==> config.mk <==
export PLATFORM = sky130hd
export DESIGN_NAME = cpuControl
export DESIGN_NICKNAME = d
export VERILOG_FILES = /design/src/hw/legv8Pkg.sv /design/src/hw/cpuControl.sv
export VERILOG_INCLUDE_DIRS = /design/src /design/src/hw
export SDC_FILE = /design/constraint.sdc
export NUM_CORES = 1
export LEC_CHECK = 0
export BUFFER_PORTS_ARGS = -buffer_cell sky130_fd_sc_hd__buf_2
export CORE_AREA = 2 2 39 41
export DETAILED_ROUTE_END_ITERATION = 16
export DIE_AREA = 0 0 41 43
export SLEW_MARGIN = 15
export SYNTH_ARGS = -nofsm -noshare
export SYNTH_HDL_FRONTEND = slang
export SYNTH_SLANG_ARGS = --single-unit
==> constraint.sdc <==
create_clock -name vclk -period 4.7
set_clock_uncertainty 0.2 [all_clocks]
set_input_delay 1.41 -clock vclk [all_inputs]
set_output_delay 1.41 -clock vclk [all_outputs]
set_load 0.1 [all_outputs]
==> src/hw/legv8_defs.svh <==
`ifndef LEGV8_DEFS_SVH
`define LEGV8_DEFS_SVH

`define LEGV8_XLEN       64
`define LEGV8_REGS       32
`define LEGV8_IMEM_DEPTH 256
`define LEGV8_IMEM_AW    8
`define LEGV8_DMEM_DEPTH 256
`define LEGV8_DMEM_AW    8

// Full 11-bit opcode field
`define OPC_LDUR 11'b11111000010
`define OPC_STUR 11'b11111000000
`define OPC_ADD  11'b10001011000
`define OPC_SUB  11'b11001011000
`define OPC_AND  11'b10001010000
`define OPC_ORR  11'b10101010000
`define OPC_HALT 11'b11111111111

`define OPC_ADDI 10'b1001000100 // Bits 31:22
`define OPC_CBZ  8'b10110100    // Bits 31:24
`define OPC_CBNZ 8'b10110101
`define OPC_B    6'b000101      // Bits 31:26

`endif

==> src/hw/legv8Pkg.sv <==
`include "legv8_defs.svh"

package legv8Pkg;

	typedef enum logic [3:0] {
		iLdur,
		iStur,
		iAdd,
		iSub,
		iAnd,
		iOrr,
		iAddi,
		iCbz,
		iCbnz,
		iB,
		iHalt,
		iIllegal
	} instClass;

	typedef enum logic [2:0] {
		aluAdd,
		aluSub,
		aluAnd,
		aluOrr,
		aluPassB
	} aluSel;

	typedef enum logic [1:0] {
		aopAddr  = 2'b00,
		aopPassB = 2'b01,
		aopRType = 2'b10
	} aluOpKind;

	typedef struct packed {
		logic       reg2Loc;       // Port B reads Rt instead of Rm
		logic       branch;
		logic       branchZero;
		logic       branchNonZero;
		logic       memRead;
		logic       memToReg;
		logic       memWrite;
		logic       regWrite;
		logic [1:0] aluSrc;        // 00 reg, 01 D offset, 10 imm12
		aluOpKind   aluOp;
	} ctrlSig;

	typedef struct packed {
		logic                      valid;
		logic [`LEGV8_DMEM_AW-1:0] addr; // Doubleword index
		logic [`LEGV8_XLEN-1:0]    data;
	} storeBeat;

endpackage

==> src/hw/cpuControl.sv <==
`timescale 1ns/100ps
`include "legv8_defs.svh"

module cpuControl (
	input  logic [10:0]        opcode,
	output legv8Pkg::ctrlSig   ctrl,
	output legv8Pkg::instClass kind,
	output logic               illegal
);
	import legv8Pkg::*;

	// First match wins, low bits of ADDI, CB and B are don't-care
	always_comb begin
		casez (opcode)
			`OPC_LDUR: kind = iLdur;
			`OPC_STUR: kind = iStur;
			`OPC_ADD: kind = iAdd;
			`OPC_SUB: kind = iSub;
			`OPC_AND: kind = iAnd;
			`OPC_ORR: kind = iOrr;
			`OPC_HALT: kind = iHalt;
			{`OPC_ADDI, 1'b?}: kind = iAddi;
			{`OPC_CBZ, 3'b???}: kind = iCbz;
			{`OPC_CBNZ, 3'b???}: kind = iCbnz;
			{`OPC_B, 5'b?????}: kind = iB;
			default: kind = iIllegal;
		endcase
	end

	always_comb begin
		ctrl = '0;
		ctrl.aluOp = aopAddr;
		case (kind)
			iLdur: begin
				ctrl.memRead = 1'b1;
				ctrl.memToReg = 1'b1;
				ctrl.aluSrc = 2'b01; // Base plus D offset
				ctrl.regWrite = 1'b1;
			end
			iStur: begin
				ctrl.reg2Loc = 1'b1;
				ctrl.memWrite = 1'b1;
				ctrl.aluSrc = 2'b01;
			end
			iAdd, iSub, iAnd, iOrr: begin
				ctrl.aluOp = aopRType;
				ctrl.regWrite = 1'b1;
			end
			iAddi: begin
				ctrl.aluOp = aopRType;
				ctrl.aluSrc = 2'b10;
				ctrl.regWrite = 1'b1;
			end
			iCbz: begin
				ctrl.reg2Loc = 1'b1; // Test Rt
				ctrl.branchZero = 1'b1;
				ctrl.aluOp = aopPassB;
			end
			iCbnz: begin
				ctrl.reg2Loc = 1'b1;
				ctrl.branchNonZero = 1'b1;
				ctrl.aluOp = aopPassB;
			end
			iB: begin
				ctrl.branch = 1'b1;
			end
			default: begin
				// HALT and unknown opcodes leave every enable low
			end
		endcase
	end

	assign illegal = (kind == iIllegal);

	always_comb begin
		assert (!(ctrl.memRead && ctrl.memWrite))
			else $error("cpuControl: load and store decoded together, opcode %h", opcode);
	end

endmodule

Yosys cells after proc, flatten, opt, wreduce, memory -nomap -nowiden

Cells that the tools add are included.

Register bits: 0
Bits of input ports: 11
Word-level logic and storage cells: 37

Equal/unequal tests: 21
Muxes and demuxes: 10
Reductions and logical operators: 6

Operator list:

| operator                                            | count |
|---|---|
| equality test 11 bit, second input constant         | 7 |
| case mux 4 bit (11 select lines)                    | 1 |
| equality test 4 x 3 -> 1 bit, second input constant | 4 |
| equality test 8 bit, second input constant          | 2 |
| equality test 4 bit, second input constant          | 3 |
| equality test 10 bit, second input constant         | 1 |
| equality test 4 x 2 -> 1 bit, second input constant | 2 |
| case mux 2 bit (2 select lines)                     | 2 |
| equality test 6 x 3 -> 1 bit, second input constant | 1 |
| 2-to-1 mux 1 bit                                    | 6 |
| OR reduction 6 bit                                  | 1 |
| OR reduction 5 bit                                  | 1 |
| equality test 4 x 1 -> 1 bit, second input constant | 1 |
| zero test 4 bit                                     | 1 |
| OR reduction 2 bit                                  | 2 |
| OR reduction 3 bit                                  | 1 |
| 2-to-1 mux 2 bit                                    | 1 |

Logic depth before layout (Yosys ltp)

Depth in word-level cells: 5
Mapped depth: 5
Mapped depth without buffers: 5

Worst setup path before layout

Ideal clock, no wire load.

Path type: input-to-output
From: input port opcode[9]
To: output port kind[1]
Data arrival time: 6,738 ps
Required time: 3,090 ps
Path slack: -3,648 ps
Stages: 3
Buffers on the path: 0
Cells stage by stage: nand4bb_1 > nor4_1 > nor4_1

Longest elaborated chain between the ends: 2
Elaborated cells on any way between the ends: 12

Ends and longest elaborated chain:

| what                                               | line             | source |
|---|---|---|
| start: declaration                                 | cpuControl.sv:5  | `input logic [10:0] opcode,` |
| equality test 11 bit, or another cell as far along | cpuControl.sv:14 | `casez (opcode)` |
| case mux 4 bit (11 select lines) (*)               | cpuControl.sv:14 |  |
| end: declaration                                   | cpuControl.sv:7  | `output legv8Pkg::instClass kind,` |

Mark *: on every way between the ends. The rest lies on a longest branch, timed or not.

Worst setup path after layout

From: input port opcode[5]
To: output port kind[0]

The elaborated chain is that of the path after synthesis.

==> reports/qor.yml <==
pwr:
  sequentialPowerShare_pct: 0
  netSwitchingFraction_pct: 62.4
  leakagePower_nw: 0.354
  combPwrFrac_pct: 100.0
  p_int_mw: 0.0131
  p_total_mw: 0.0349
  power_density_mw_per_mm2: 44.0
  p_clk_share_pct: 0
  p_sw_mw: 0.0218
  ir_drop_mv: 0.0260
detailed_routing:
  dr.pass1.iters: 6
  drt-total-wl_um: 1320
  drt_iter0_drc: 7
  vias_per_cell: 5.32
  routed-via-count: 500
  drc_errors: 0
  antenna_left: 0
  wl_per_cell_um: 14.0
critical_path:
  end_kind: "output pin"
  crit_path_max_fanout: 4
  cp.arrival_ps: 3060
  start_kind: "primary input"
  crit_type: "primary input to output pin"
  cp.required_ps: 3090
job:
  cap_violations: 0
placement:
  routabilityCongestion: 0.823
  dpl_cell_area_um2: 763
  dp_hpwl_um: 1180
  place_ws_ps: -19.7
  numPortBuffers: 28
timing:
  setup_viol: 0
  rsz0062_at_grt: "true"
  fmax_ghz: 0.214
  whs_ps: 3040
  worst_slew_pin_slew_ps: 486
  fin_ws_ps: 30.3
  relSlewSlack_pct: 67.8
  slew_violations: 0
  fin_crit_sh_pct: 99.4
  hold_viol: 0
  period_needed_ps: 4670
synth:
  syn_area_per_cell_um2: 6.44
  synth_cells: 41
  synth_nets: 52
  synth_seq_area_share_pct: 0
  ys.warnings.count: 0
  synth_area_um2: 264
  yosysUniqueCellTypes: 27
final_layout:
  nets: 91
  nFillCells: 126
  multiInputGateArea_um2: 369
  postLayoutCoreUtil_pct: 57.3
  drive_above_1_share_pct: 74.4
  antenna_cells: 0
  area_growth_pct: 200
  clkbuf_count: 0
  seq_area_um2: 0
  seq_cells: 0
  finish.instance_area_um2: 793
global_route:
  overflow: 0
  grt_pass1_vias: 497
  grt_first_pass_wirelength_um: 2190
  grt_max_degree: 7
  antenna_found_initial: 0
  track_usage_pct: 16.8
floorplan:
  rows: 14
  fp.dieW_um: 41
  io-pin-count: 28
  die_area_mm2: 0.00176
  start_util_pct: 19.1
  core_mm2: 0.00138
  fp.dieH_um: 43
status:
  outcome: "finished, final reports clean"
min_path:
  hold_class: "primary input to output pin"
clock_tree:
  cts-hold-fix-buffers: 0
power groups by stage:
stage                     Combinational [mW]  Sequential (mW)  Clock (mW)
after CTS                             0.0341                0           0
after detailed placement              0.0328                0           0
after floorplan                       0.0149                0           0
after global placement                0.0322                0           0
after global routing                  0.0370                0           0
final                                 0.0349                0           0
through the flow:
step	std cells	setup TNS, ps
floorplan	41	-5130
global route	94	-5.83
finish	94	0
detailed placement	94	-19.7
global placement	94	-17.9
CTS	94	0
cell usage in the layout, fill, tap and decap left out, types with 2 or more instances in the layout:
cell      n
buf_2    17
buf_12   10
buf_4    10
nor2_1    4
nor4_4    3
nand2_1   2
or4_4     2
inv_1     2
nor3_4    2
kinds of logic (layout without fill, tap and decap cells):
kind of cell | count (synthesis) | after routing | share of synthesized area (%)
buffers and inverters | 5 | 42 | 9.00
AO/OA/AOI/OAI | 7 | 7 | 20.4
AND/OR/NAND/NOR | 29 | 29 | 70.6
cell type report:
class | instances | area share (%)
Timing Repair Buffer | 38 | 46.8
Tap cell | 16 | 2.52
Inverter | 4 | 4.10
Multi-Input combinational cell | 36 | 46.5
critical path, stage by stage:
cell and delay [ps]:
buf_6 90, or4_4 520, or4_4 520, clkinv_8 80, a211o_4 130, a221o_2 120, buf_12 170
per-layer routing:
| layer | wire, um | vias up | global-route usage [%] |
|---|---|---|---|
| li1 | - | 243 | - |
| met1 | 535 | 240 | 23.2 |
| met2 | 725 | 17 | 29.7 |
| met3 | 56 | 0 | 0 |
| met4 | 0 | 0 | 0 |
| met5 | 0 | - | 0 |
repair_timing:
action	4_1_cts	5_1_grt
cloned	0	0
setup endpoints to repair	2	3
gates resized for setup	3	2
buffers inserted	0	0
cell usage after synthesis (all sizes together) (2+ instances only):
| library cell | number | share of area [%] |
|---|---|---|
| nand4bb | 2 | 8.5 |
| or4 | 2 | 7.1 |
| inv | 3 | 4.3 |
| o22ai | 2 | 4.7 |
| nor4 | 5 | 14 |
| nor3 | 3 | 5.7 |
| nand2 | 2 | 2.8 |
| nor2 | 6 | 8.5 |
worst paths after layout:
check             startpoint      end  slack, ps  cells past startpoint
setup / recovery   opcode[5]  kind[0]         30                      7
hold / removal     opcode[1]  ctrl[5]       3040                      4
(Power assumes the default switching activity.)
