===== config.mk =====
export PLATFORM = sky130hd
export DESIGN_NAME = regFile
export DESIGN_NICKNAME = d
export VERILOG_FILES = /design/src/hw/regFile.sv
export VERILOG_INCLUDE_DIRS = /design/src /design/src/hw
export SDC_FILE = /design/constraint.sdc
export NUM_CORES = 2
export LEC_CHECK = 0
export BUFFER_PORTS_ARGS = -buffer_cell sky130_fd_sc_hd__buf_2
export CAP_MARGIN = 10
export CELL_PAD_IN_SITES_DETAIL_PLACEMENT = 2
export CELL_PAD_IN_SITES_GLOBAL_PLACEMENT = 2
export CORE_UTILIZATION = 25
export DETAILED_ROUTE_END_ITERATION = 16
export GPL_TIMING_DRIVEN = 0
export PLACE_DENSITY_LB_ADDON = 0.1
export SYNTH_ARGS = -nofsm -noshare
export SYNTH_HDL_FRONTEND = slang
export SYNTH_SLANG_ARGS = --single-unit

===== constraint.sdc =====
create_clock -name clk -period 6.6 [get_ports clk]
set_input_delay 0.99 -clock clk [delete_from_list [all_inputs] [get_ports clk]]
set_output_delay 0.99 -clock clk [all_outputs]
set_load 0.1 [all_outputs]

===== src/hw/legv8_defs.svh =====
`ifndef LEGV8_DEFS_SVH
`define LEGV8_DEFS_SVH

`define LEGV8_XLEN       64
`define LEGV8_REGS       32
`define LEGV8_IMEM_DEPTH 256
`define LEGV8_IMEM_AW    8
`define LEGV8_DMEM_DEPTH 256
`define LEGV8_DMEM_AW    8

// Full 11-bit opcode field
`define OPC_LDUR 11'b11111000010
`define OPC_STUR 11'b11111000000
`define OPC_ADD  11'b10001011000
`define OPC_SUB  11'b11001011000
`define OPC_AND  11'b10001010000
`define OPC_ORR  11'b10101010000
`define OPC_HALT 11'b11111111111

`define OPC_ADDI 10'b1001000100 // Bits 31:22
`define OPC_CBZ  8'b10110100    // Bits 31:24
`define OPC_CBNZ 8'b10110101
`define OPC_B    6'b000101      // Bits 31:26

`endif


===== src/hw/regFile.sv =====
`timescale 1ns/100ps
`include "legv8_defs.svh"

module regFile (
	input  logic                   clk,
	input  logic                   we,
	input  logic [4:0]             rAddrA,
	input  logic [4:0]             rAddrB,
	input  logic [4:0]             wAddr,
	input  logic [`LEGV8_XLEN-1:0] wData,
	output logic [`LEGV8_XLEN-1:0] rDataA,
	output logic [`LEGV8_XLEN-1:0] rDataB
);

	logic [`LEGV8_XLEN-1:0] regs [0:`LEGV8_REGS-1];

	always_ff @(posedge clk) begin
		if (we && wAddr != 5'd31)
			regs[wAddr] <= wData; // XZR writes vanish
	end

	assign rDataA = (rAddrA == 5'd31) ? '0 : regs[rAddrA];
	assign rDataB = (rAddrB == 5'd31) ? '0 : regs[rAddrB];

	// A write aimed at XZR leaves its storage untouched
	assert property (@(posedge clk)
		we && wAddr == 5'd31 |=> $stable(regs[5'd31]))
		else $error("regFile: write to X31 was accepted");

endmodule


Word level (Yosys, flattened, before mapping)
Memory sizes are Yosys's and may differ from the RTL's.
Index checks and enable logic that the tools add are counted.

storage, ports and cells
  bits in registers = 0
  bits in writable memories = 2048
  bits of input ports = 81
  output and inout bits = 128
  word-level logic and storage cells = 9
  memories kept = 1

memories
  memory  words  bits a word  rd ports  clocked after Yosys merged registers in  write ports  RTL line       text
  regs    32     64           2         0                                        1            regFile.sv:15  logic [`LEGV8_XLEN-1:0] regs [0:`LEGV8_REGS-1];

cells by class
  equality and inequality tests = 3
  muxes and demuxes = 4
  reduce and logical (&&, ||, !) cells = 1

operators with widths
  cell                count
  $mux 64             2
  $eq 5x5->1 const B  2
  $ne 5x5->1 const B  1
  $mux 1              2
  $logic_and 1x1->1   1

Longest topological paths before layout
  depth after elaboration = 4
  gate-level depth with buffers = 9
  mapped depth without buffers = 4

Worst setup path after synthesis
OpenSTA, ideal clock, no wires.

  kind = input to output
  start = in rAddrB[0]
  end = out rDataB[11]
  arrival = 5.008 ns
  required time = 5.610 ns
  setup slack = 0.602 ns
  stages = 9
  buffers on the path = 5
  cell sequence = buf_4 > buf_4 > buf_6 > buf_6 > buf_6 > and2b_1 > a22oi_1 > a21oi_1 > nor4_1

on the way
  longest elaborated chain between the ends = 2
  elaborated cells on any way between the ends = 3
  those cells by class = 1 x eq/ne; 1 x mux; 1 x memory

RTL lines
  item                                         RTL line       text
  start: declaration                           regFile.sv:8   input logic [4:0] rAddrB,
  $mem_v2 32x64 or $eq 5x5->1 (tied branches)  -
  $mux 64 (*)                                  regFile.sv:23  assign rDataB = (rAddrB == 5'd31) ? '0 : regs[rAddrB];
  end: declaration                             regFile.sv:12  output logic [`LEGV8_XLEN-1:0] rDataB

Mark *: on every way between the ends. The rest lies on a longest branch, timed or not.

Worst setup path after layout
  start = in rAddrA[0]
  end = out rDataA[43]

on the way
  longest elaborated chain between the ends = 2
  elaborated cells on any way between the ends = 3
  those cells by class = 1 x eq/ne; 1 x mux; 1 x memory

RTL lines
  item                                         RTL line       text
  start: declaration                           regFile.sv:7   input logic [4:0] rAddrA,
  $mem_v2 32x64 or $eq 5x5->1 (tied branches)  -
  $mux 64 (*)                                  regFile.sv:22  assign rDataA = (rAddrA == 5'd31) ? '0 : regs[rAddrA];
  end: declaration                             regFile.sv:11  output logic [`LEGV8_XLEN-1:0] rDataA,

Marked as above.

==> results.txt <==
----------------------------------------------------
[Synth]
  Number of distinct library cells after synthesis ... between 40 and 50
  Post-synthesis average cell area ... between 20 and 25 um2
  Post-synthesis sequential area ratio ... 0.652
  Ys async rst share ... 0
  Seq cells post-synth ... roughly 2k
  Post-Synthesis Cells ... approximately 4.6k
  Number of flops mapped to enable cells by yosys ... a little over 2k
  Flip-flop cell with the highest count after synthesis ... edfxtp_1
  Total number of yosys warnings ... 0
  Post-synthesis cell area ... between 0.09 and 0.1 mm2

[Floorplan]
  Width of the chip ... 616 um
  Die Outline Area ... 0.380 mm2
  Std cell rows ... approximately 230
  Initial core utilization ... 0.251
  Num ports ... roughly 210
  Area of the core ... 0.376 mm2
  DIE HEIGHT ... 616 um

[STA]
  Post-route fraction of the period consumed by the critical path ... 1.01
  Unrepaired setup endpoints after global routing ... false
  Post-route minimum period ... approximately 6.7 ns
  Final number of hold-violating endpoints ... 0
  Final setup violation count ... 5
  Post-layout worst setup margin ... -0.0561 ns
  Normalized max-slew margin ... 0.0291
  Hold_ws ... about 0.57 ns
  Highest clock frequency the design can meet ... roughly 0.15 GHz
  Final-report max-slew violation count ... 0
  Worst slew pin tran ... about 1.5 ns

[Clock network]
  H-tree Lvls ... 5
  Clock tree from TritonCTS ... yes
  Maximum root-to-sink buffer count ... 4
  Clock Sinks ... about 2.0k
  Clock-pin slew reported for the worst setup and hold paths after clock tree synthesis ... about 0.06 ns
  Number of buffers added by the clock tree synthesis step ... 265
  Post-CTS Setup Repair Bufs ... 0
  Clk Tree Root Cell ... clkbuf_16

[Min path]
  Type of the most critical hold path ... in2reg

[Critical path]
  Chain of cells forming the critical path ... buf_2 > buf_6 > buf_2 > nand3b_1 > buf_2 > o221a_2 > o211ai_1 > and3_1 > buf_2
  Worst setup EP type ... output port
  Worst setup path class ... in2out
  Arrival time of data at the critical path endpoint ... around 5.7 ns
  Setup crit start kind ... input port
  Most Frequent Cell on Critical Path ... buf_2
  Worst-path maximum fanout ... 11
  Cell with the largest stage delay on the worst path ... buf_2
  Critical Path RT ... 5.61 ns
  Delay of the slowest critical-path stage ... 1.05 ns

[Global route]
  Largest net degree at the start of global routing ... 33
  Total track usage ... 0.277
  Met3 capacity usage during global routing ... 0.0452
  GR Util met1 ... 0.369
  GR Util met2 ... 0.454
  Peak-usage layer in the global routing report ... met2
  Number of antenna violations at the first check in global routing ... between 80 and 90
  Overflow after GRT ... 0
  Wire length of the first global-routing pass ... 676000 um
  Number of global-route vias before repair ... ~60k

[Job]
  Count of max-cap constraint violations ... 0

[Layout]
  Most common library cell in the layout ignoring fill and taps ... edfxtp_1
  Top register by number of flip-flops ... regs
  Layout cells sized above 1 ... 0.382
  Area added between synthesis and finish ... 21.6%
  Layout Nets ... around 5.5k
  Share of the core filled with cells ... 0.305
  Count of non-filler cells in the finished layout ... 10.6k
  Largest register FFs ... around 2.0k
  Largest registers in the final layout ... regs x2048
  Most used cells in the layout excluding fill and tap cells ... edfxtp_1, mux4_2, buf_2

[Power]
  Power density over the cells ... approximately 290 mW/mm2
  Pwr Total ... between 30 and 40 mW
  Leakage power summed over all cells ... ~37 nW
  Worst vdd rail ir drop ... approximately 0.18 mV

[Place]
  Count of placed standard cells including taps ... just over 10k
  Final HPWL DP ... roughly 370000 um
  Global placement routability congestion ... between 0.8 and 0.9
  # port buffers ... around 200

[Routing]
  Number of violations reported at the end of detailed-routing iteration 0 ... 7812
  Total wirelength of the detailed-routed design ... between 500000 and 600000 um
  Total number of vias ... 60.3k
  Via-per-instance ratio ... roughly 5.7
  Remaining design rule violation count ... 0
  Number of optimization iterations in the first detailed-route pass ... 5
  Routed WL per cell ... 50.6 um
  Number of nets still failing antenna checks after routing ... 0

[Outcome]
  Violated checks ... setup timing
  Run status ... complete, but fails checks

----------------------------------------------------
==> cell type report <==
| type | count | area [um2] |
|---|---|---|
| Clock inverter | 101 | 766 |
| Timing Repair Buffer | 423 | 5490 |
| Multi-Input combinational cell | 2266 | 31500 |
| Buffer | 384 | 1930 |
| Sequential cell | 2048 | 61500 |
| Fill cell | 37604 | 261000 |
| Antenna cell | 25 | 62.6 |
| Tap cell | 4994 | 6250 |
| Clock buffer | 350 | 7180 |
==> worst max-delay path: cells and delay by family <==
kind / cells / cell delay (ns)
buffers and inverters: 5 / 2.78
AOI/OAI and AO/OA: 2 / 0.42
and+or+nand+nor: 2 / 1.34
==> synth_stat cells (3+ instances only) <==
cell	n	area share
o221a_2	18	0.0022
or3b_2	3	0.00028
and2_1	12	0.00080
mux2_2	121	0.014
mux2i_1	383	0.041
mux4_2	898	0.21
buf_1	44	0.0018
and3_1	59	0.0039
a22oi_1	18	0.0014
buf_6	5	0.00060
buf_2	165	0.0088
clkbuf_1	142	0.0057
nand3b_1	8	0.00064
nand2b_1	4	0.00027
nor2b_1	12	0.00080
and3b_1	3	0.00028
o21ai_0	62	0.0033
nor2_1	35	0.0014
o221ai_1	4	0.00037
edfxtp_1	2048	0.65
a22o_1	53	0.0049
a21oi_1	9	0.00048
a31oi_1	6	0.00040
o2111ai_1	38	0.0035
a211oi_1	3	0.00024
nand3_1	9	0.00048
a221oi_1	120	0.011
or2_2	3	0.00020
nand2_1	124	0.0049
nor4_1	3	0.00020
a32oi_1	9	0.00084
a21boi_0	4	0.00032
buf_4	28	0.0022
o22a_1	89	0.0083
o211ai_1	81	0.0065
==> cells by family (layout without fill, tap and decap cells) <==
family                 after synthesis  in the layout  share of synthesized area
flip-flops                        2048           2048                      0.652
AO/OA/AOI/OAI                      519            519                     0.0443
buffers and inverters              384           1258                     0.0190
multiplexers                      1402           1402                      0.270
other                                1             89                  0.0000398
AND/OR/NAND/NOR                    281            281                     0.0146
==> where the power goes <==
group | internal, mW | switching [mW]
sequential | 14.5 | 0.0834
combinational | 1.13 | 3.07
clock | 7.98 | 6.05
==> final timing paths <==
| check | depth (start not counted) | end | start |
|---|---|---|---|
| max | 9 | rDataA[43] | rAddrA[0] |
| min | 1 | regs[8][29] | wData[29] |
==> per-stage QoR <==
stage               TNS, ns  worst slack [ns]  area, um2
finish               -0.191           -0.0561     115000
global route              0            0.0502     115000
CTS                       0            0.0147     115000
detailed placement  -0.0943           -0.0943     107000
global placement          -             -6.93     102000
floorplan                 0             0.602      94500
==> layer usage <==
layer / routed length, um / up-vias
met2: 254000 / 2948
met3: 34700 / 740
met4: 21400 / 12
met1: 225000 / 34744
met5: 72 / -
li1: - / 21842
==> what timing repair did <==
action,CTS,global route
endpoints found under the setup margin,1,0
hold buffers,0,0
resized for setup,1,0
Power figures use the tool's default switching activity.
